===== src/hdl/fixed_pkg.sv =====
/*
 * fixed-point number format (widths, fraction bits)
 * signed value type and complex coordinate struct
 */
package fixed_pkg;

    localparam int FUNCW  = 25;              // width of every value
    localparam int FP_INT = 4;               // integer bits incl. sign
    localparam int FBITS  = FUNCW - FP_INT;  // fractional bits

    typedef logic signed [FUNCW-1:0] fixed_t;

    typedef struct packed {
        fixed_t re;
        fixed_t im;
    } cplx_t;

endpackage


===== src/hdl/mandel_pkg.sv =====
/*
 * tile geometry, iteration limit and engine count
 * point and result structs, engine and dispatcher state enums
 */
package mandel_pkg;
    import fixed_pkg::*;

    localparam int ITER_MAX = 255;              // iteration limit
    localparam int ITERW    = 8;
    localparam int TILE_W   = 8;                // points per row
    localparam int TILE_H   = 6;                // rows per tile
    localparam int TILE_PTS = TILE_W * TILE_H;
    localparam int COORDW   = 3;
    localparam int NUM_ENG  = 4;                // iteration engines
    localparam int ENGW     = 2;

    typedef struct packed {
        logic [COORDW-1:0] px;
        logic [COORDW-1:0] py;
        cplx_t             c;
    } point_t;

    typedef struct packed {
        logic [COORDW-1:0] px;
        logic [COORDW-1:0] py;
        logic [ITERW-1:0]  iter;
    } result_t;

    typedef enum logic [2:0] {IDLE, TEST, MUL_XY, ADD_X, MUL_XX, MUL_YY} eng_state_e;
    typedef enum logic {DISP_IDLE, DISP_RUN} disp_state_e;

endpackage


===== src/hdl/result_collect.sv =====
/*
 * per-engine result slots drained round-robin to one strobe
 * engine free flags, busy level and tile_done pulse
 */
`timescale 1ns/1ps

module result_collect
    import mandel_pkg::*;
(
    input  logic               clk,
    input  logic               rst,
    input  logic               start,
    input  logic [NUM_ENG-1:0] eng_done,
    input  result_t            eng_result [NUM_ENG],
    input  logic [NUM_ENG-1:0] eng_calc,
    input  logic [NUM_ENG-1:0] eng_start,
    output logic [NUM_ENG-1:0] eng_free,
    output logic               out_valid,
    output result_t            out_result,
    output logic               busy,
    output logic               tile_done
);

    result_t                     slot [NUM_ENG];
    logic [NUM_ENG-1:0]          full;
    logic [ENGW-1:0]             rr;    // slot looked at this cycle
    logic [$clog2(TILE_PTS)-1:0] sent;  // results emitted in this tile

    assign eng_free   = ~eng_calc & ~eng_done & ~eng_start & ~full;
    assign out_valid  = full[rr];
    assign out_result = slot[rr];

    always_ff @(posedge clk) begin
        for (int i = 0; i < NUM_ENG; i++) begin
            if (eng_done[i]) begin
                slot[i] <= eng_result[i];
            end
        end
    end

    always_ff @(posedge clk) begin
        if (rst) begin
            full      <= '0;
            rr        <= '0;
            sent      <= '0;
            busy      <= 1'b0;
            tile_done <= 1'b0;
        end else begin
            tile_done <= 1'b0;
            rr        <= rr + 1'b1;  // visits every slot each NUM_ENG cycles
            for (int i = 0; i < NUM_ENG; i++) begin
                if (eng_done[i]) begin
                    full[i] <= 1'b1;
                end
            end
            if (out_valid) begin
                full[rr] <= 1'b0;
                if (int'(sent) == TILE_PTS - 1) begin
                    sent      <= '0;
                    busy      <= 1'b0;
                    tile_done <= 1'b1;
                end else begin
                    sent <= sent + 1'b1;
                end
            end
            if (start && !busy) begin
                busy <= 1'b1;
            end
        end
    end

    for (genvar g = 0; g < NUM_ENG; g++) begin : g_chk
        assert property (@(posedge clk) disable iff (rst) eng_done[g] |-> !full[g])
            else $error("engine %0d finished into a full slot", g);
    end

endmodule


===== config.mk =====
export PLATFORM = sky130hd
export DESIGN_NAME = result_collect
export DESIGN_NICKNAME = d
export VERILOG_FILES = /design/src/hdl/fixed_pkg.sv /design/src/hdl/mandel_pkg.sv /design/src/hdl/result_collect.sv
export SDC_FILE = /design/constraint.sdc
export NUM_CORES = 1
export LEC_CHECK = 0
export ABC_AREA = 1
export ABC_CLOCK_PERIOD_IN_PS = 1400
export BUFFER_PORTS_ARGS = -buffer_cell sky130_fd_sc_hd__buf_2
export CAP_MARGIN = 20
export CORE_MARGIN = 5
export CORE_UTILIZATION = 45
export DETAILED_ROUTE_END_ITERATION = 8
export GPL_TIMING_DRIVEN = 0
export MAX_ROUTING_LAYER = met4
export PLACE_DENSITY = 0.77
export SKIP_CTS_REPAIR_TIMING = 1
export SYNTH_ARGS = -nofsm -noshare
export SYNTH_HDL_FRONTEND = slang
export SYNTH_SLANG_ARGS = --single-unit

===== constraint.sdc =====
create_clock -name clk -period 1.4 [get_ports clk]
set_clock_uncertainty 0.1 [all_clocks]
set_input_delay 0.07 -clock clk [delete_from_list [all_inputs] [get_ports clk]]
set_output_delay 0.07 -clock clk [all_outputs]
set_load 0.02 [all_outputs]

* After elaboration in Yosys (flattened, before gate mapping) *
Memories as Yosys holds them, arrays and structs flattened. A register that Yosys moved wholly into a read port is not among the register bits.
Index checks and enable logic that the tools add are counted.

operators by class
  $add $sub $neg = 2
  magnitude comparators = 2
  equality and inequality tests = 1
  muxes and demuxes = 27
  bitwise operators = 10
  reductions and logical operators = 7

operators with widths
  kind                   count
  $mux W1                22
  $not A4 Y4             5
  $and A4 B4 Y4          4
  $add A6 B1 Y6 const B  1
  $eq A6 B6 Y1 const B   1
  $mux W6                1
  $mux W4                1
  $reduce_bool A2 Y1     2
  $lt A2 B3 Y1 const B   1
  $add A2 B1 Y2 const B  1
  $bmux W1 S2            1
  $demux W1 S2           1
  $ge A2 B1 Y1 const B   1
  $logic_and A1 B1 Y1    2
  $mux W2                1
  $reduce_and A2 Y1      1
  $reduce_or A2 Y1       1
  $logic_not A1 Y1       1
  $not A1 Y1             1

storage, ports and cells
  flip-flop bits (word level) = 14
  RAM bits = 56
  input bits = 71
  logic and storage cells = 55
  memories kept = 1

memory list
  name  words  bits a word  rd ports  clocked after Yosys merged registers in  wr ports  RTL line              RTL
  slot  4      14           1         1                                        4         result_collect.sv:24  result_t slot [NUM_ENG];

* Longest topological paths before layout *
  depth in word-level cells = 7
  depth in mapped cells = 8
  depth with buffers taken out = 8

* Worst setup path before layout *
Ideal clock, no wire load.

  path type = register to output
  from = register, netlist name rr[0]
  to = output out_result[10] in the netlist's numbering
  data arrival time = 1.222 ns
  data required time = 1.230 ns
  slack = 0.008 ns
  stages on the path, launching flop included = 6
  cells stage by stage = dfxtp_1 -> inv_2 -> buf_2 -> buf_2 -> nor2_1 -> o22ai_1

RTL lines
  what              RTL line              RTL
  end: declaration  result_collect.sv:19  output result_t out_result,

==> results.py <==
metrics = {
    "run_status": {
        "status": "finished, violations left",
        "violations": "negative setup slack",
    },
    "global_route": {
        "antenna_found_initial": 0,
        "grt_pass1_vias": 2196,
        "track_usage_pct": 18.6,
        "grt_max_degree": 16,
        "overflow": 0,
        "grt_pass1_wl_um": 10300,
    },
    "sta": {
        "worstMarginPinSlew_ns": 0.416,
        "worst_slack_ns": -0.323,
        "finalSetupViolCount": 21,
        "final.min_clock_period_ns": 1.72,
        "rsz0062_at_grt": "yes",
        "min_period_over_period_pct": 123,
        "drv_slew": 0,
        "whs_ns": 0.0710,
        "fmax_mhz": 580,
        "max-slew-margin-rel_pct": 72.3,
        "hold_viol": 0,
        "fin_setup_tns_ns": -3.44,
    },
    "route": {
        "vias": 2601,
        "drt_wl_total_um": 9660,
        "drtPass1Iterations": 4,
        "antenna_left": 0,
        "viasPerCell": 5.29,
        "first_iter_violations": 229,
        "wl_per_cell_um": 19.6,
        "drcViolationCount": 0,
    },
    "logic_synthesis": {
        "ys_seq_area_share_pct": 70.6,
        "ys.warnings.count": 0,
        "syn_inst": 239,
        "synthDistinctLibCells": 20,
        "syn_nets": 315,
        "syn_area_mm2": 0.00278,
        "syn_avg_cell_area_um2": 11.6,
        "ys_ff_latch": 70,
    },
    "finish": {
        "fillers": 367,
        "final_cell_area_mm2": 0.00457,
        "layout_commonest_cell": "buf_2",
        "seqCellArea_mm2": 0.00198,
        "fin_nets": 488,
        "drive_gt1_share_pct": 42.2,
        "layout_common_cells": "buf_2 (73), dlygate4sd3_1 (58), edfxtp_1 (56), nor2_1 (27), nand2_1 (26)",
        "layout-area-overhead-vs-synth_pct": 64.4,
        "diodes": 0,
        "multiInputGateArea_um2": 918,
    },
    "floorplan": {
        "num_rows": 28,
        "coreArea_mm2": 0.00596,
        "die_h_um": 88.6,
        "initial_core_util_pct": 46.6,
        "die_w_um": 88.6,
        "die_area_mm2": 0.00784,
        "ios": 92,
    },
    "clock_tree": {
        "cts_tree": "done",
        "clkLatencyLatePin_ns": 0.35,
        "cts_buffers": 9,
        "clock_sinks": 70,
        "clock_path_buffers": 2,
        "path_clk_slew_ns": 0.08,
        "htree_levels": 3,
        "cts-root-buf": "clkbuf_8",
    },
    "placed_design": {
        "placed_area_mm2": 0.00333,
        "port_buffers": 91,
        "hpwl_um": 4650,
        "gp_congestion": 0.757,
        "pre_cts_slack_ns": -0.258,
    },
    "critical_path": {
        "cp_top_family": "buffers and inverters",
        "setup.worst_path.start": "rr[0]$_SDFF_PP0_",
        "crit_top_cell": "buf_8",
        "worst_setup_path_end_kind": "output port",
        "crit_path_max_fanout": 10,
        "critical_path.max_stage_delay_ns": 0.40,
        "arrival_ns": 1.55,
        "path_cells": "buf_8 -> buf_8 -> nor2_1 -> o22ai_2 -> buf_6",
        "worst_path_max_delay_cell": "dfxtp_4",
        "crit_buf_inv": 3,
        "crit_path_start_kind": "register",
        "criticalPathCategory": "register to output port",
        "cp.required_ns": 1.23,
        "reg2reg_from": "rr[0]$_SDFF_PP0_",
    },
    "power_and_ir_drop": {
        "leakage_nw": 1.88,
        "power.total_mw": 5.11,
        "p_per_area_mw_per_mm2": 1120,
        "ir_worst_vdd_v": 0.000981,
    },
    "worst_hold_path": {
        "holdCritStartpoint": "eng_done[0]",
        "hp-class": "input port to register",
    },
    "run": {
        "max_cap_violations": 0,
    },
}
[cell usage after synthesis]
library cell   n  area, µm²
inv_1         12       45.0
edfxtp_1      56       1680
buf_2          4       20.0
nand3b_1       1       7.51
nand2_1       30        113
ha_1           5       62.6
or2_2          4       25.0
nand3_2        2       20.0
xor2_1         1       8.76
nand3_1       11       55.1
dfxtp_1       14        280
clkbuf_1       4       15.0
o22ai_1       14       87.6
a21oi_1        4       20.0
inv_2          2       7.51
nor2_1        39        146
nand4_1        1       6.26
o21ai_0       29        145
nor3_1         5       25.0
nand2_2        1       6.26
[cell families after synthesis]
| kind of cell | count (synthesis) | share of synthesized area, % |
|---|---|---|
| AO/OA/AOI/OAI | 47 | 9.10 |
| flip-flops | 70 | 70.6 |
| XOR/XNOR | 1 | 0.315 |
| buffers and inverters | 22 | 3.15 |
| AND/OR/NAND/NOR | 94 | 14.5 |
| adder cells (fa/ha/maj) | 5 | 2.25 |
[layout make-up]
cell class	instances	share of cell area, %
plain buffers	8	2.41
multi-input cells	147	20.1
clock inverters	7	1.10
flip-flops and latches	70	43.4
repair buffers	162	26.9
inverters	14	1.32
well taps	75	2.05
clock buffers	9	2.71
[final timing paths]
path,to,slack [ns],cells after the start
setup / recovery,out_result[10],-0.32,5
hold / removal,slot[0][9]$_DFFE_PP_,0.07,1
setup reg to reg,rr[1]$_SDFF_PP0_,-0.10,7
hold reg to reg,busy$_SDFFE_PP0P_,0.36,1
[worst register-to-register path, stage by stage, from the launching register on]
cell and delay (ns):
dfxtp_4 0.44, inv_6 0.06, buf_8 0.14, clkbuf_16 0.16, buf_4 0.15, ha_4 0.25
inv_1 0.04, nor2_1 0.10
[state kept, by name, summed over array words and instances (netlist names)]
register,flops
rr,2
busy,1
sent,6
full,4
tile_done,1
slot,56
[power by group]
group	switching, mW	total (mW)	internal [mW]
logic	0.567	1.11	0.546
clock network	0.836	1.48	0.645
registers	0.0916	2.51	2.42
[per-stage QoR]
step | instances | util [%]
floorplan | 239 | -
global placement | 405 | 55.9
detailed placement | 405 | 55.9
CTS | 421 | 58.8
global route | 492 | 76.7
finish | 492 | 76.7
[layer usage]
metal	global-route usage, %	part of all wire [%]	vias up
met1	22.2	36	1260
met4	7.28	3.0	0
met3	4.56	6.5	27
li1	-	-	1192
met2	30.6	54	122
met5	-	0	-
Note: power is estimated with default switching activity, not from simulation.
