===== config.mk =====
export PLATFORM = sky130hd
export DESIGN_NAME = mandel_engine
export DESIGN_NICKNAME = d
export VERILOG_FILES = /design/src/hdl/fixed_pkg.sv /design/src/hdl/mandel_pkg.sv /design/src/hdl/fixed_mul.sv /design/src/hdl/mandel_engine.sv
export SDC_FILE = /design/constraint.sdc
export NUM_CORES = 2
export LEC_CHECK = 0
export ABC_CLOCK_PERIOD_IN_PS = 8180
export BUFFER_PORTS_ARGS = -buffer_cell sky130_fd_sc_hd__buf_2
export CAP_MARGIN = 30
export CORE_MARGIN = 3
export CORE_UTILIZATION = 45
export DETAILED_ROUTE_END_ITERATION = 12
export PLACE_DENSITY = 0.67
export SLEW_MARGIN = 20
export SYNTH_ARGS = -nofsm -noshare
export SYNTH_HDL_FRONTEND = slang
export SYNTH_HIERARCHICAL = 1
export SYNTH_SLANG_ARGS = --single-unit

===== constraint.sdc =====
create_clock -name clk -period 8.18 [get_ports clk]
set_input_delay 0.818 -clock clk [delete_from_list [all_inputs] [get_ports clk]]
set_output_delay 0.818 -clock clk [all_outputs]
set_load 0.1 [all_outputs]

===== src/hdl/fixed_pkg.sv =====
/*
 * fixed-point number format (widths, fraction bits)
 * signed value type and complex coordinate struct
 */
package fixed_pkg;

    localparam int FUNCW  = 25;              // width of every value
    localparam int FP_INT = 4;               // integer bits incl. sign
    localparam int FBITS  = FUNCW - FP_INT;  // fractional bits

    typedef logic signed [FUNCW-1:0] fixed_t;

    typedef struct packed {
        fixed_t re;
        fixed_t im;
    } cplx_t;

endpackage


===== src/hdl/mandel_pkg.sv =====
/*
 * tile geometry, iteration limit and engine count
 * point and result structs, engine and dispatcher state enums
 */
package mandel_pkg;
    import fixed_pkg::*;

    localparam int ITER_MAX = 255;              // iteration limit
    localparam int ITERW    = 8;
    localparam int TILE_W   = 8;                // points per row
    localparam int TILE_H   = 6;                // rows per tile
    localparam int TILE_PTS = TILE_W * TILE_H;
    localparam int COORDW   = 3;
    localparam int NUM_ENG  = 4;                // iteration engines
    localparam int ENGW     = 2;

    typedef struct packed {
        logic [COORDW-1:0] px;
        logic [COORDW-1:0] py;
        cplx_t             c;
    } point_t;

    typedef struct packed {
        logic [COORDW-1:0] px;
        logic [COORDW-1:0] py;
        logic [ITERW-1:0]  iter;
    } result_t;

    typedef enum logic [2:0] {IDLE, TEST, MUL_XY, ADD_X, MUL_XX, MUL_YY} eng_state_e;
    typedef enum logic {DISP_IDLE, DISP_RUN} disp_state_e;

endpackage


===== src/hdl/fixed_mul.sv =====
/*
 * signed fixed-point multiplier, two register stages
 * start and done strobes, done two cycles after start
 */
`timescale 1ns/1ps

module fixed_mul
    import fixed_pkg::*;
(
    input  logic   clk,
    input  logic   rst,
    input  logic   start,
    input  fixed_t a,
    input  fixed_t b,
    output logic   done,
    output fixed_t val
);

    fixed_t                    a_r;
    fixed_t                    b_r;
    logic signed [2*FUNCW-1:0] prod;  // full-width product
    logic [1:0]                vld;   // valid chain, one bit per stage

    assign prod = a_r * b_r;
    assign done = vld[1];

    always_ff @(posedge clk) begin
        if (start) begin
            a_r <= a;
            b_r <= b;
        end
        if (vld[0]) begin
            val <= fixed_t'(prod >>> FBITS);  // drop fraction, wraps
        end
    end

    always_ff @(posedge clk) begin
        if (rst) begin
            vld <= 2'b00;
        end else begin
            vld <= {vld[0], start};
        end
    end

    // the engine waits for done before issuing the next product
    assert property (@(posedge clk) disable iff (rst) start |-> (vld == 2'b00))
        else $error("multiplier started with a product in flight");

endmodule


===== src/hdl/mandel_engine.sv =====
/*
 * escape-time iteration engine for one point
 * one shared multiplier used three times per iteration
 */
`timescale 1ns/1ps

module mandel_engine
    import fixed_pkg::*;
    import mandel_pkg::*;
(
    input  logic    clk,
    input  logic    rst,
    input  logic    start,
    input  point_t  point,
    output logic    done,
    output result_t result,
    output logic    calculating
);

    eng_state_e       state;
    point_t           pt_r;    // captured point and pixel position
    fixed_t           x;
    fixed_t           y;
    fixed_t           x2;      // x squared
    fixed_t           y2;      // y squared
    fixed_t           mag;     // x2 + y2 for the escape test
    fixed_t           xy;      // x * y from the multiplier
    logic [ITERW-1:0] iter;

    logic   mul_start;
    logic   mul_done;
    fixed_t mul_a;
    fixed_t mul_b;
    fixed_t mul_val;
    fixed_t x_next;            // x2 - y2 + c.re
    logic   keep_going;

    fixed_mul mul0 (
        .clk   (clk),
        .rst   (rst),
        .start (mul_start),
        .a     (mul_a),
        .b     (mul_b),
        .done  (mul_done),
        .val   (mul_val)
    );

    assign x_next     = x2 - y2 + pt_r.c.re;
    assign keep_going = (mag[FUNCW-1 -: FP_INT] <= FP_INT'(4)) && (int'(iter) < ITER_MAX);
    assign result     = '{px: pt_r.px, py: pt_r.py, iter: iter};

    always_ff @(posedge clk) begin
        if (rst) begin
            state       <= IDLE;
            calculating <= 1'b0;
            done        <= 1'b0;
            mul_start   <= 1'b0;
        end else begin
            done      <= 1'b0;
            mul_start <= 1'b0;
            case (state)
                IDLE: if (start) begin
                    state       <= TEST;
                    calculating <= 1'b1;
                    pt_r        <= point;
                    x           <= '0;  // z starts at zero
                    y           <= '0;
                    x2          <= '0;
                    y2          <= '0;
                    mag         <= '0;
                    iter        <= '0;
                end
                TEST: begin
                    if (keep_going) begin
                        state     <= MUL_XY;
                        mul_a     <= x;
                        mul_b     <= y;
                        mul_start <= 1'b1;
                    end else begin
                        state       <= IDLE;
                        calculating <= 1'b0;
                        done        <= 1'b1;
                    end
                end
                MUL_XY: if (mul_done) begin
                    state <= ADD_X;
                    xy    <= mul_val;
                end
                ADD_X: begin
                    state     <= MUL_XX;
                    x         <= x_next;
                    y         <= (xy <<< 1) + pt_r.c.im;  // 2xy + c.im
                    mul_a     <= x_next;
                    mul_b     <= x_next;
                    mul_start <= 1'b1;
                end
                MUL_XX: if (mul_done) begin
                    state     <= MUL_YY;
                    x2        <= mul_val;
                    mul_a     <= y;                       // new y already in place
                    mul_b     <= y;
                    mul_start <= 1'b1;
                end
                MUL_YY: if (mul_done) begin
                    state <= TEST;
                    y2    <= mul_val;
                    mag   <= x2 + mul_val;
                    iter  <= iter + 1'b1;
                end
                default: state <= IDLE;
            endcase
        end
    end

    assert property (@(posedge clk) disable iff (rst) done |-> ($past(state) == TEST))
        else $error("engine done raised outside the escape test");

endmodule


Word level (Yosys, flattened, before mapping) --
Cells that the tools add are included.
Word-level totals: output and inout bits 16, bits of input ports 59, word-level logic and storage cells 87, bits in registers 346
Operators by class: equal/unequal tests 11, multiplexer cells 29, add/subtract/negate cells 5, bitwise operators 2, reduce and logical (&&, ||, !) cells 16, multiply operators 1, magnitude comparators 2
Operator list (count):
- 25-bit one-hot mux with 2 select lines | 5
- 25-bit two-way mux | 6
- 25-bit one-hot mux with 3 select lines | 2
- 25-bit adder | 3
- 25-bit by 25-bit multiplier with 46-bit output | 1
- 25-bit subtractor | 1
- 3-bit one-hot mux with 6 select lines | 1
- 8-bit two-way mux | 2
- 8-bit one-hot mux with 2 select lines | 1
- 4-bit AND reduction | 4
- 3-bit two-way mux | 4
- 3-bit AND reduction | 4
- 8-bit by 1-bit adder with 8-bit output (second input constant) | 1
- 8-bit less-than comparator (second input constant) | 1
- 2-bit nonzero test | 4
- 3-bit by 2-bit equality test with 1-bit output (second input constant) | 2
- 3-bit equality test (second input constant) | 2
- 2-bit by 1-bit != test with 1-bit output (second input constant) | 3
- 2-bit != test (second input constant) | 3
- 1-bit two-way mux | 5
- 4-bit <= comparator (second input constant) | 1
- 3-bit by 1-bit equality test with 1-bit output (second input constant) | 1
- 3-bit logical NOT | 1
- 1-bit one-hot mux with 3 select lines | 1
- 6 further kinds | 7

Logic depth before layout (Yosys ltp) --
word-level depth 4, depth in mapped cells 27, depth with buffers taken out 25

Hierarchy --
Netlist, hierarchy kept.
Modules (own cells, without submodules):
- fixed_mul | area each 23282.3 µm², times used 1, cells an instance 2339
- mandel_engine | area each 12781.0 µm², times used 1, cells an instance 1054

Worst setup path before layout --
Ideal clock, no wire load.
kind register -> register, start register mul0.a_r[24], end register mul0.val[24], data pin, data arrival time 6524 ps, cell stages (with the launch flop) 24, setup time 258 ps, required time 7922 ps, clock period less this slack 6781 ps, buffers on the path 1, path slack 1399 ps, cells stage by stage edfxtp_1 clkbuf_1 nand2_1 inv_1 fa_1 inv_1 fa_1 inv_1 fa_1 fa_1 fa_1 fa_1 inv_1 fa_1 inv_1 ha_1 a21oi_1 nor2b_1 o21ai_0 nand2b_1 or3_1 o211a_1 a211o_1 xnor2_1
On the way: word-level cells in the longest chain between the ends 1
RTL lines:
- from (decl) | line fixed_mul.sv:19 | fixed_t a_r;
- from (signal assigned) | line fixed_mul.sv:29 | a_r <= a;
- 25-bit by 25-bit multiplier with 46-bit output | line fixed_mul.sv:24 | assign prod = a_r * b_r;
- named net mul0.prod[45] | line fixed_mul.sv:21 | logic signed [2*FUNCW-1:0] prod;
- to (signal assigned) | line fixed_mul.sv:33 | val <= fixed_t'(prod >>> FBITS);
- to (decl) | line fixed_mul.sv:16 | output fixed_t val
The timed path passes the listed nets, and every way through them passes these cells. A chain may end at the register's enable or synchronous reset.

Final worst setup path --
start register mul0.b_r[17], end register mul0.val[17], data pin
On the way: word-level cells in the longest chain between the ends 1
RTL lines:
- from (decl) | line fixed_mul.sv:20 | fixed_t b_r;
- from (signal assigned) | line fixed_mul.sv:30 | b_r <= b;
- 25-bit by 25-bit multiplier with 46-bit output | line fixed_mul.sv:24
- named net mul0.prod[38] | line fixed_mul.sv:21
The timed path passes the listed nets, and every way through them passes these cells.

==> flow_summary_export.csv <==
group,metric,value,unit
clock_tree,cts_hold_buf,0,
critical_path,reg2reg_to,"mul0/val[17]",
yosys,synth_top_area_cell,"fa_1",
cells_and_area,final_nets,4338,
cells_and_area,area_delta_synth_final,8.09,%
timing,setup_viol,0,
critical_path,start_kind,"flop",
pwr,p_leak,18.1,nW
timing,final.setup.tns,0,ns
yosys,synth_top_area_share,35.6,%
critical_path,crit_buf_inv,4,
pwr,vdd_drop_max,0.478,mV
timing,hold_viol,0,
critical_path,endpoint_kind,"flop",
timing,fmax,128,MHz
routing,drc_errors,0,
critical_path,cpPeakStageDelay,0.92,ns
routing,wl_per_cell,18.2,um
global_route,grt_pass1_vias,24487,
hold_path,hold_start,"mul_a[8]",
hold_path,hold_end,"mul0/a_r[8]",
critical_path,r2r-start,"mul0/b_r[17]",
cells_and_area,fill_cells,7128,
routing,vias_per_cell,5.10,
die,fp.dieH,289,um
timing,skew,0.0369,ns
flow_run,drv_cap,0,
status,status,"complete, no violations",
hold_path,hp-class,"flop to flop",
hold_path,hold-path-cell-count,0,
pwr,powerDensity,409,nW/um^2
cells_and_area,fin_area,39000,um^2
cells_and_area,n_antenna_cell,0,
clock_tree,post_cts_resized,0,
critical_path,critPathArrivalTime,8.16,ns
clock_tree,cts.htree.levels,2,
timing,period_share,95.2,%
clock_tree,cts_buffers,35,
cells_and_area,final_layout_size_suffix_gt1_share,6.80,%
critical_path,slowest_stage,"edfxtp_1",
yosys,ys_top_cells_by_area,"fa_1 36%, edfxtp_1 26%, inv_1 7.7%",
critical_path,cpLargestDelayFamily,"adder cells",
clock_tree,cts_tree,"yes",
timing,rsz0062_at_grt,"no",
yosys,yosysWarnings,6,
yosys,synthFlopType,"edfxtp_1",
global_route,grt_max_degree,70,
global_route,grt_usage,20.6,%
global_route,grt_overflow,0,
placement,gp_congestion,0.889,
critical_path,path_cells,"buf_4, nand2_1, fa_1, inv_1, fa_1, fa_1, fa_1, fa_1, fa_1, inv_1, fa_1, inv_1, ha_1, nand3_1, nor2_1, nand3_1, nor3_1, nor3_1, o21ai_1, a21oi_2, o21bai_1, xor2_1",
global_route,grt_pass1_wl,135000,um
timing,finalMaxSlewViolations,0,
yosys,syn_area_per_cell,10.6,um^2
yosys,synthArstFlopShare,0,%
critical_path,worstSetupPathType,"flop to flop",
die,dieArea,83600,um^2
critical_path,crit_path_frequent_cell,"fa_1",
yosys,synth_nets,4298,
clock_tree,max-clock-path-buffers,3,
critical_path,r2r_slack,0.39,ns
yosys,synth_seq_cells,325,
clock_tree,clk_pin_slew,0.07,ns
routing,via_count,23000,
routing,initialDrtViolationCount,1639,
yosys,synth_edf_count,317,
die,core.rowCount,103,
cells_and_area,top_register,"pt_r",
placement,dpl-instance-area,37800,um^2
routing,wirelength,82100,um
yosys,syn_area,36100,um^2
clock_tree,cts_setup_buffers,0,
yosys,yosysSeqAreaShare,26.8,%
timing,hold_slack,0.417,ns
global_route,antenna_found_initial,0,
critical_path,crit_required,8.55,ns
timing,setup_ws,0.392,ns
timing,tightestPinTransition,0.991,ns
placement,hpwl,66500,um
routing,ant_nets,0,
cells_and_area,largest_register_ffs,50,
placement,io_buffers,74,
clock_tree,cts-root-buf,"clkbuf_16",
placement,pre_cts_ws,0.256,ns
pwr,totalPowerFinal,0.0160,W
routing,dr.pass1.iters,5,
clock_tree,clock_latency,0.56,ns
yosys,yosys.cell_types.count,63,
yosys,syn_inst,3393,
critical_path,reg2regPathDepth,22,
clock_tree,clkSinkCount,325,
die,die_w,289,um
die,io_pins,75,
die,core_area,79100,um^2
timing,period_needed,7.79,ns
die,initial_utilization,45.6,%
timing,maxSlewHeadroom,33.9,%
critical_path,crit_fanout,13,
-- report_power, final --
part / leakage (nW) / internal [W] / switching, W / total [W]
clock network: 0.583 / 0.000958 / 0.000676 / 0.00163
logic: 14.5 / 0.00474 / 0.00684 / 0.0116
registers: 3.01 / 0.00256 / 0.000174 / 0.00274
total: 18.1 / 0.00826 / 0.00770 / 0.0160
-- Yosys cell counts, types with 13 or more instances --
cell type  instances
a21o_1            39
a21oi_1           80
a221o_1           21
and2_1           315
and3_1            64
clkbuf_1         138
edfxtp_1         317
fa_1             641
ha_1             205
inv_1            736
nand2_1          348
nand2b_1          13
nand3_1           29
nand4_1           16
nor2_1            93
nor2b_1           29
nor3_1            24
o21ai_0           51
xnor2_1           58
xor2_1            34
-- per-stage QoR --
stage	utilization, %	instances
5_1_grt	49.3	4507
3_3_place_gp	47.7	4440
2_1_floorplan	-	3393
3_5_place_dp	47.7	4441
6_report	49.3	4507
4_1_cts	49.2	4502
-- cell type report --
type	instances	area [um^2]	area share, %
clock inverters	23	303	0.777
well taps	1050	1310	3.37
repair buffers	149	933	2.39
clock buffers	38	887	2.28
multi-input cells	2186	23100	59.3
inverters	736	2760	7.09
flip-flops and latches	325	9680	24.8
-- cell usage in the layout, fill, tap and decap left out, types with 13 or more instances in the layout --
master	instances
nor3_1	22
edfxtp_1	317
clkbuf_16	35
buf_4	74
fa_1	641
nand2b_1	13
and3_1	63
buf_2	74
ha_1	205
a21oi_1	79
inv_1	736
a221o_1	21
and2_1	315
nor2_1	92
xnor2_1	58
nand3_1	29
nor2b_1	28
nand2_1	347
o21ai_0	51
xor2_1	34
a21o_1	39
nand4_1	16
-- per-layer routing --
metal,vias to the layer above,track usage (%),part of all wire (%)
met4,0,4.07,1.8
li1,10564,-,-
met1,11756,30.5,46
met2,602,32.5,46
met3,78,3.34,6.2
met5,-,0,0
-- logic make-up after synthesis --
family          count (synthesis)  share of synthesized area, %
simple gates                  952                          13.3
buf+inv                       882                          9.25
fa+ha+maj                     846                          42.7
flops                         325                          26.8
compound gates                286                          5.38
xor+xnor                       92                          2.23
mux                            10                         0.298
-- how the worst max path moves through the flow --
stage	from	to	slack (ns)	cells past startpoint
4_1_cts	mul0/b_r[2]	mul0/val[17]	0.19	23
3_5_place_dp	mul0/b_r[2]	mul0/val[23]	0.26	23
5_1_grt	mul0/b_r[2]	mul0/val[17]	0.02	23
3_3_place_gp	mul0/b_r[2]	mul0/val[17]	0.38	23
6_report	mul0/b_r[17]	mul0/val[17]	0.39	22
2_1_floorplan	mul0/a_r[24]	mul0/val[24]	1.40	23
No activity file was read; power rests on OpenSTA's default activity.
