File: config.mk
export PLATFORM = sky130hd
export DESIGN_NAME = point_dispatch
export DESIGN_NICKNAME = d
export VERILOG_FILES = /design/src/hdl/fixed_pkg.sv /design/src/hdl/mandel_pkg.sv /design/src/hdl/point_dispatch.sv
export SDC_FILE = /design/constraint.sdc
export NUM_CORES = 1
export LEC_CHECK = 0
export CAP_MARGIN = 20
export CORE_MARGIN = 1
export CORE_UTILIZATION = 48
export CTS_CLUSTER_DIAMETER = 150
export DETAILED_ROUTE_END_ITERATION = 10
export DONT_BUFFER_PORTS = 1
export PLACE_DENSITY = 0.67
export SKIP_CTS_REPAIR_TIMING = 1
export SYNTH_ARGS = -nofsm -noshare
export SYNTH_HDL_FRONTEND = slang
export SYNTH_SLANG_ARGS = --single-unit
File: constraint.sdc
create_clock -name clk -period 5.88 [get_ports clk]
set_input_delay 1.764 -clock clk [delete_from_list [all_inputs] [get_ports clk]]
set_output_delay 1.764 -clock clk [all_outputs]
set_load 0.1 [all_outputs]
File: src/hdl/fixed_pkg.sv
/*
 * fixed-point number format (widths, fraction bits)
 * signed value type and complex coordinate struct
 */
package fixed_pkg;

    localparam int FUNCW  = 25;              // width of every value
    localparam int FP_INT = 4;               // integer bits incl. sign
    localparam int FBITS  = FUNCW - FP_INT;  // fractional bits

    typedef logic signed [FUNCW-1:0] fixed_t;

    typedef struct packed {
        fixed_t re;
        fixed_t im;
    } cplx_t;

endpackage

File: src/hdl/mandel_pkg.sv
/*
 * tile geometry, iteration limit and engine count
 * point and result structs, engine and dispatcher state enums
 */
package mandel_pkg;
    import fixed_pkg::*;

    localparam int ITER_MAX = 255;              // iteration limit
    localparam int ITERW    = 8;
    localparam int TILE_W   = 8;                // points per row
    localparam int TILE_H   = 6;                // rows per tile
    localparam int TILE_PTS = TILE_W * TILE_H;
    localparam int COORDW   = 3;
    localparam int NUM_ENG  = 4;                // iteration engines
    localparam int ENGW     = 2;

    typedef struct packed {
        logic [COORDW-1:0] px;
        logic [COORDW-1:0] py;
        cplx_t             c;
    } point_t;

    typedef struct packed {
        logic [COORDW-1:0] px;
        logic [COORDW-1:0] py;
        logic [ITERW-1:0]  iter;
    } result_t;

    typedef enum logic [2:0] {IDLE, TEST, MUL_XY, ADD_X, MUL_XX, MUL_YY} eng_state_e;
    typedef enum logic {DISP_IDLE, DISP_RUN} disp_state_e;

endpackage

File: src/hdl/point_dispatch.sv
/*
 * raster walk over the tile, running complex coordinates
 * starts the lowest-numbered free engine, one per cycle
 */
`timescale 1ns/1ps

module point_dispatch
    import fixed_pkg::*;
    import mandel_pkg::*;
(
    input  logic               clk,
    input  logic               rst,
    input  logic               start,
    input  cplx_t              origin,
    input  fixed_t             step,
    input  logic [NUM_ENG-1:0] eng_free,
    output logic [NUM_ENG-1:0] eng_start,
    output point_t             eng_point
);

    disp_state_e        state;
    logic [COORDW-1:0]  px;        // next point to hand out
    logic [COORDW-1:0]  py;
    cplx_t              cur;       // its complex value
    fixed_t             row_re;    // real part at column 0
    fixed_t             step_r;
    logic [COORDW-1:0]  b_px;      // base values, tile origin when idle
    logic [COORDW-1:0]  b_py;
    cplx_t              b_c;
    fixed_t             b_row_re;
    fixed_t             b_step;
    logic               active;
    logic               issue;
    logic               last;
    logic [NUM_ENG-1:0] pick;      // lowest free engine, one-hot

    assign active = (state == DISP_RUN) || start;
    assign issue  = active && (|eng_free);
    assign last   = (b_px == COORDW'(TILE_W - 1)) && (b_py == COORDW'(TILE_H - 1));

    always_comb begin
        if (state == DISP_IDLE) begin
            b_px     = '0;
            b_py     = '0;
            b_c      = origin;
            b_row_re = origin.re;
            b_step   = step;
        end else begin
            b_px     = px;
            b_py     = py;
            b_c      = cur;
            b_row_re = row_re;
            b_step   = step_r;
        end
    end

    always_comb begin
        pick = '0;
        for (int i = NUM_ENG - 1; i >= 0; i--) begin
            if (eng_free[i]) begin
                pick = NUM_ENG'(1) << i;
            end
        end
    end

    always_ff @(posedge clk) begin
        if (rst) begin
            state     <= DISP_IDLE;
            eng_start <= '0;
        end else begin
            eng_start <= issue ? pick : '0;
            if (active) begin
                state  <= DISP_RUN;
                step_r <= b_step;
                row_re <= b_row_re;
                px     <= b_px;
                py     <= b_py;
                cur    <= b_c;
                if (issue) begin
                    eng_point <= '{px: b_px, py: b_py, c: b_c};
                    if (last) begin
                        state <= DISP_IDLE;             // whole tile handed out
                    end else if (b_px == COORDW'(TILE_W - 1)) begin
                        px     <= '0;
                        py     <= b_py + 1'b1;
                        cur.re <= b_row_re;
                        cur.im <= b_c.im + b_step;
                    end else begin
                        px     <= b_px + 1'b1;
                        cur.re <= b_c.re + b_step;
                    end
                end
            end
        end
    end

    assert property (@(posedge clk) disable iff (rst)
        |eng_start |-> $onehot(eng_start) && ((eng_start & ~$past(eng_free)) == '0))
        else $error("engine started while not free");

endmodule

# Word level (Yosys, flattened, before mapping)
# Cells that the tools add are included.
word_totals:
  regBits: 167
  in_bits: 82
  output_inout_bits: 60
  word_cells: 54
classes:
  addsub: 4
  n_eq_ne: 2
  muxes: 21
  bitwise: 2
  reduce_logical: 10
op_table:
  columns: ["cell", "n"]
  rows:
  - ["50-bit 2-to-1 mux", 3]
  - ["25-bit 2-to-1 mux", 4]
  - ["25-bit adder", 2]
  - ["3-bit 2-to-1 mux", 9]
  - ["4-bit OR reduction", 2]
  - ["3-bit by 1-bit adder with 3-bit output, second input constant", 2]
  - ["3-bit == test, second input constant", 2]
  - ["5-bit OR reduction", 1]
  - ["4-bit 2-to-1 mux", 1]
  - ["1-bit 2-to-1 mux", 3]
  - ["3-bit AND reduction", 1]
  - ["3-bit OR reduction", 1]
  - ["1-bit logical AND", 2]
  - ["2-bit 2-to-1 mux", 1]
  - ["1-bit NOT", 2]
  - ["2-bit AND reduction", 1]
  - ["2-bit OR reduction", 1]
  - ["1-bit logical OR", 1]

# Longest topological paths before layout
# Gate-level depths: netlist of run 1.
depth:
  depth_word: 5
  ltp_mapped: 16
  ltp_nobuf: 13

# Worst setup path after synthesis of run 1
# OpenSTA, ideal clock, no wires.
synth_path:
  path_type: "input to register"
  start: "input start"
  end: "register eng_point[0] (netlist bit), enable pin"
  setup_ns: 0.470
  t_arrival_ns: 4.468
  required_ns: 5.410
  setup_slack_ns: 0.942
  path_stages: 3
  n_path_buf: 0
  path_cell_list: "nor2_1 > or2_2 > nor2_1"
synth_between:
  elab_chain_len: 3
synth_rtl:
  columns: ["item", "line_no", "rtl"]
  rows:
  - ["from (decl)", "point_dispatch.sv:13", "input logic start,"]
  - ["1-bit logical OR *", "point_dispatch.sv:37", "assign active = (state == DISP_RUN) || start;"]
  - ["1-bit logical AND", "point_dispatch.sv:38", "assign issue = active && (|eng_free);"]
  - ["3-bit AND reduction (no line) *", null, null]
  - ["to (signal assigned)", "point_dispatch.sv:80", "eng_point <= '{px: b_px, py: b_py, c: b_c};"]
  - ["to (decl)", "point_dispatch.sv:18", "output point_t eng_point"]
# Mark *: on every way between the ends. The rest lies on a longest branch, timed or not.
# A chain may end at the register's enable or synchronous reset.

==> metrics.cfg, run 1 <==
[placement]
dp.cells = 1166
place_congestion = 0.924
post-dp-hpwl_um = 17600
io_buffers = 0

[cells_and_area]
regArea_sq_um = 4970
area_growth_pct = 8.52
multiInputGateArea_sq_um = 4640
layout.cells.non_filler = 1199
nFillCells = 1807
nets = 1051
final_cell_mix = edfxtp_1, nand2_1, a21oi_1
layout_commonest_cell = edfxtp_1
drive_above_1_share_pct = 11.6

[clock_tree]
insertion_delay_ps = 440
clkSinkCount = 167
clkSlewWorstSetupHoldPaths_ps = 60
clockBufferDepth = 2
clock-root-buffer = clkbuf_16
cts_tree = done
htreeDepth = 4
numCtsBuffers = 17

[worst_setup_path]
crit_start = origin[25]
reg2reg_from = state
worstPathArrival_ps = 4630
crit_chain = nor2b_1 > a21oi_1 > inv_1 > ha_1 > fa_1 > a211oi_1 > o21ai_0 > a31oi_1 > o31ai_1 > o211ai_1 > xnor2_1 > mux2i_1 > a21oi_1
critPathMostFrequentCell = a21oi_1
r2r-end = cur[49]
reg2reg_depth = 14
startpoint_type = input port
slowest_stage = fa_1
critPathKind = in2reg
cp.required_ps = 6050
worst-path-buf-inv = 1
r2r_slack_ps = 1800
crit_fanout = 3
cp_top_family = compound AO/OA/AOI/OAI gates
slowest_delay_ps = 420
end_kind = register

[worst_hold_path]
hp-start = row_re[20]
min_path_type = reg2reg
min_to = row_re[20]
hold_depth = 2

[global_routing]
antenna_found_initial = 3
grt_max_degree = 54
grtUsageTotal_pct = 23.3
grt_pass1_vias = 6861
overflow = 0
grt_pass1_wl_um = 37800

[timing]
period_minus_slack_ps = 4460
clock.fmax_mhz = 224
tightest_slew_ps = 998
fin_tns_setup_ps = 0
drv_slew = 0
slew_headroom_pct = 33.3
fin_crit_sh_pct = 75.8
finalClockSkew_ps = 13.3
hold_ws_ps = 545
setup_violations = 0
rsz0062_at_grt = no
hold_viol = 0

[floorplan]
chipWidth_um = 145
initial_core_util_pct = 48.8
die_y_um = 145
rows = 52
io_pins = 142
design.die.area_sq_um = 21100
fp.coreArea_sq_um = 20200

[run_status]
status = finished clean

[pwr]
irDropWorstVdd_uv = 172
cellLeakagePower_uw = 0.00411
powerDensity_nw_per_um2 = 340

[route]
drc_errors = 0
drtPass1Iterations = 5
drt_iter0_drc = 464
wl_per_cell_um = 20.1
vias_per_cell = 5.80
vias = 6955
ant_nets = 0
drt-total-wl_um = 24100

[synthesis]
async_flop_share_pct = 0
syn_nets = 1062
syn_inst = 926
yosysSeqAreaShare_pct = 50.4
ys_ff_latch = 167
ys_top_cells_by_area = edfxtp_1, ha_1, mux2_2, nand2_1, a21oi_1
yosysTopAreaCellShare_pct = 49.4
synth-main-ff-cell = edfxtp_1
yosysTopAreaCell = edfxtp_1
yosys_warnings = 0
netlist_area_sq_um = 9840
syn-mean-instance-area_sq_um = 10.6
synth_cell_type_count = 63
synth_edf_count = 162

[job]
drv_cap = 0

-- power breakdown --
part / switching, uW / total, uW / internal, uW
registers: 232 / 1670 / 1440
logic: 528 / 860 / 332
clock network: 476 / 1100 / 622
-- worst max path at each step --
| stage | to | slack [ps] | cells after the start |
|---|---|---|---|
| 5_1_grt | cur[49] | 1120 | 13 |
| 2_1_floorplan | eng_point[0] | 940 | 3 |
| 6_report | cur[49] | 1420 | 13 |
| 3_3_place_gp | cur[49] | 1070 | 13 |
| 4_1_cts | cur[49] | 1410 | 13 |
| 3_5_place_dp | cur[49] | 960 | 13 |
-- metrics by stage --
stage | util [%] | instance area (sq um) | worst slack [ps] | power (uW)
final | 53.0 | 10700 | 1420 | 3630
after global placement | 50.2 | 10100 | 1070 | 2550
after floorplan | - | 9840 | 942 | 2350
after detailed placement | 50.2 | 10100 | 965 | 2550
after global routing | 53.0 | 10700 | 1120 | 3790
after CTS | 53.0 | 10700 | 1410 | 3650
-- flip-flops by register name, indices dropped and copies added (netlist names) --
name	cells
row_re	25
px	3
cur	50
py	3
eng_start	4
state	1
step_r	25
eng_point	56
-- final cells by class --
class                   count  share of cell area [%]
flip-flops and latches    167                    46.5
multi-input cells         702                    43.5
clock buffers              19                    4.05
repair buffers             10                   0.937
diodes                      1                  0.0234
inverters                  17                   0.621
clock inverters            13                    1.22
well taps                 270                    3.16
-- layer usage --
layer  routed length, um  track usage, %  vias to the layer above
met2               11000            36.3                      221
li1                    -               -                     3424
met5                  26               0                        -
met4                 439            8.26                        4
met1               11200            31.6                     3272
met3                1440            5.60                       34
-- logic make-up after synthesis --
group	synth area share, %
and+or+nand+nor	15.2
AOI/OAI and AO/OA	13.1
DFF	50.4
adders and majority gates	7.02
xor gates and xnor gates	3.74
muxes	7.93
buffers and inverters	2.53
-- cell usage after synthesis, types with 6 or more instances --
cell type / number
edfxtp_1: 162
nand2_1: 155
a21oi_1: 76
nor2_1: 57
mux2_2: 56
ha_1: 52
o21ai_0: 44
nand3_1: 26
xnor2_1: 24
nand2b_1: 23
clkbuf_1: 22
a21o_1: 18
xor2_1: 18
inv_1: 17
mux2i_1: 15
a31oi_1: 13
nor2b_1: 11
buf_1: 10
o21bai_1: 10
a211oi_1: 9
nor3_1: 9
and2_1: 7
nor4_1: 7
and3_1: 6
o211ai_1: 6
or3_1: 6
-- worst register-to-register path, delay by kind of cell, from the launching register on --
| family | cells | cell delay [ps] |
|---|---|---|
| and+or+nand+nor | 1 | 100 |
| muxes | 1 | 210 |
| xor gates and xnor gates | 1 | 170 |
| buffers and inverters | 2 | 390 |
| AOI/OAI and AO/OA | 7 | 1610 |
| adders and majority gates | 2 | 660 |
| DFF | 1 | 690 |
(Power assumes the default switching activity.)
==> run 2: changes to the inputs <==
PLACE_DENSITY = 0.69   (was 0.67)
clock period = 3.6 ns   (was 5.88 ns; I/O delays follow)
==> metrics.cfg, run 2 (synthesis gave the netlist of run 1 again) <==
[run_status]
status = finished clean

[clock_tree]
clockBufferDepth = 2  ; unchanged
htreeDepth = 4  ; unchanged
clock-root-buffer = clkbuf_16
insertion_delay_ps = 440  ; about the same
clkSlewWorstSetupHoldPaths_ps = 70  ; about the same
numCtsBuffers = 17  ; unchanged
cts_tree = done
clkSinkCount = 167  ; unchanged

[global_routing]
grtUsageTotal_pct = 24.6  ; +1.3 points
antenna_found_initial = 0  ; -3
grt_pass1_vias = 7277  ; +6.1%
overflow = 0  ; unchanged
grt_max_degree = 77  ; +43%
grt_pass1_wl_um = 40000  ; +5.9%

[route]
wl_per_cell_um = 18.9  ; -6.0%
drtPass1Iterations = 5  ; unchanged
top_layer_used = met4
drt_iter0_drc = 611  ; +32%
vias_per_cell = 5.63  ; -2.9%
dr_wl_met2_um = 12400  ; +12%
drc_errors = 0  ; unchanged
drt-total-wl_um = 25300  ; +5.0%
wl_met3_um = 1070  ; -26%
ant_nets = 0  ; unchanged
vias = 7545  ; +8.5%
met1_length_um = 11600  ; +3.6%

[worst_setup_path]
reg2reg_depth = 12  ; -2
reg2reg_from = state
crit_fanout = 12  ; +9
crit_start = state
endpoint = cur[23]
startpoint_type = register
r2r-end = cur[23]
r2r_slack_ps = 200  ; -1600 ps
worstPathArrival_ps = 3610  ; -1020 ps
cp.required_ps = 3810  ; -2240 ps
critPathKind = reg2reg
end_kind = register

[cells_and_area]
layout_commonest_cell = edfxtp_1
largest_register_ffs = 56  ; unchanged
top_regs = eng_point (56), cur (50)
drive_above_1_share_pct = 25.4  ; +14 points
nets = 1192  ; +13%
area_growth_pct = 22.2
final_cell_mix = edfxtp_1, nand2_1, buf_4
layout.cells.non_filler = 1339  ; +12%
regMostFlops = eng_point
diodes = 0  ; -1

[floorplan]
fp.coreArea_sq_um = 20200  ; unchanged
design.die.area_sq_um = 21100  ; unchanged
io_pins = 142  ; unchanged
initial_core_util_pct = 48.8  ; unchanged
die_y_um = 145  ; unchanged
rows = 52  ; unchanged
chipWidth_um = 145  ; unchanged

[timing]
fin_crit_sh_pct = 94.4
finalClockSkew_ps = 14.5  ; +1.27 ps
setup_violations = 0  ; unchanged
slew_headroom_pct = 36.9  ; +3.6 points
drv_slew = 0  ; unchanged
clock.fmax_mhz = 294
period_minus_slack_ps = 3400
tightest_slew_ps = 948  ; -50.2 ps
setup_ws_ps = 202  ; -1220 ps
hold_viol = 0  ; unchanged
fin_tns_setup_ps = 0  ; unchanged

[pwr]
irDropWorstVdd_uv = 373  ; +120%
powerDensity_nw_per_um2 = 538  ; +58%
cellLeakagePower_uw = 0.00486  ; +18%

[placement]
io_buffers = 0  ; unchanged
post-dp-hpwl_um = 18800  ; +6.9%
place_ws_ps = -279  ; -1240 ps
dp.cells = 1306  ; +12%
place_congestion = 0.876  ; -5.3%

[job]
drv_cap = 0  ; unchanged

[worst_hold_path]
min_path_type = reg2reg

==> run 2: cell types whose count changed in the layout (fill, tap and decap cells not counted), sizes merged <==
cell	previous run	this run
clkinv	8	3
buf	10	151
inv	18	19
diode	1	0
bufinv	2	4
clkinvlp	2	4
==> run 2: metrics by stage <==
| stage | hold WS, ps | power [uW] | utilization, % | cell area [sq um] |
|---|---|---|---|---|
| 2_1_floorplan | 510 | 3880 | - | 10000 |
| 3_3_place_gp | 528 | 4480 | 56.3 | 11400 |
| 3_5_place_dp | 534 | 4500 | 56.3 | 11400 |
| 4_1_cts | 551 | 6490 | 59.4 | 12000 |
| 5_1_grt | 568 | 6770 | 59.6 | 12000 |
| 6_report | 546 | 6470 | 59.6 | 12000 |
==> run 2: layer usage <==
layer  vias to the layer above  GRT usage [%]
met1                      3639           33.5
li1                       3684              -
met4                         0           6.37
met5                         -              0
met2                       201           40.5
met3                        21           4.37
==> run 2: where the power goes <==
group / switching, uW / leakage [uW] / internal [uW]
registers: 375 / 0.00159 / 2350
logic: 949 / 0.00298 / 820
clock network: 805 / 0.000296 / 1170
==> run 2: worst max-delay path, stage by stage (launching register included) <==
cell and delay (ps):
dfxtp_4 450, buf_4 210, buf_4 230, mux2_2 410, ha_1 340, a21o_1 170, a21oi_1 160, nor2b_1 70
a311oi_2 320, o221ai_1 160, a31oi_1 230, mux2i_1 100, a311oi_1 330
==> run 2: area by class of cell <==
class | count | area, sq um
fill | 1690 | 8140
multi-input combinational | 702 | 4790
clock inverter | 13 | 194
clock buffer | 19 | 433
inverter | 17 | 67.6
timing repair buffer | 151 | 1230
sequential | 167 | 4970
tap | 270 | 338
==> run 2: worst min-delay path by stage <==
stage | from | endpoint | slack (ps) | cells past startpoint
2_1_floorplan | row_re[13] | row_re[13] | 510 | 2
3_3_place_gp | row_re[0] | row_re[0] | 530 | 2
3_5_place_dp | row_re[2] | row_re[2] | 530 | 2
4_1_cts | row_re[13] | row_re[13] | 550 | 2
5_1_grt | row_re[5] | row_re[5] | 570 | 2
6_report | row_re[19] | row_re[19] | 550 | 2
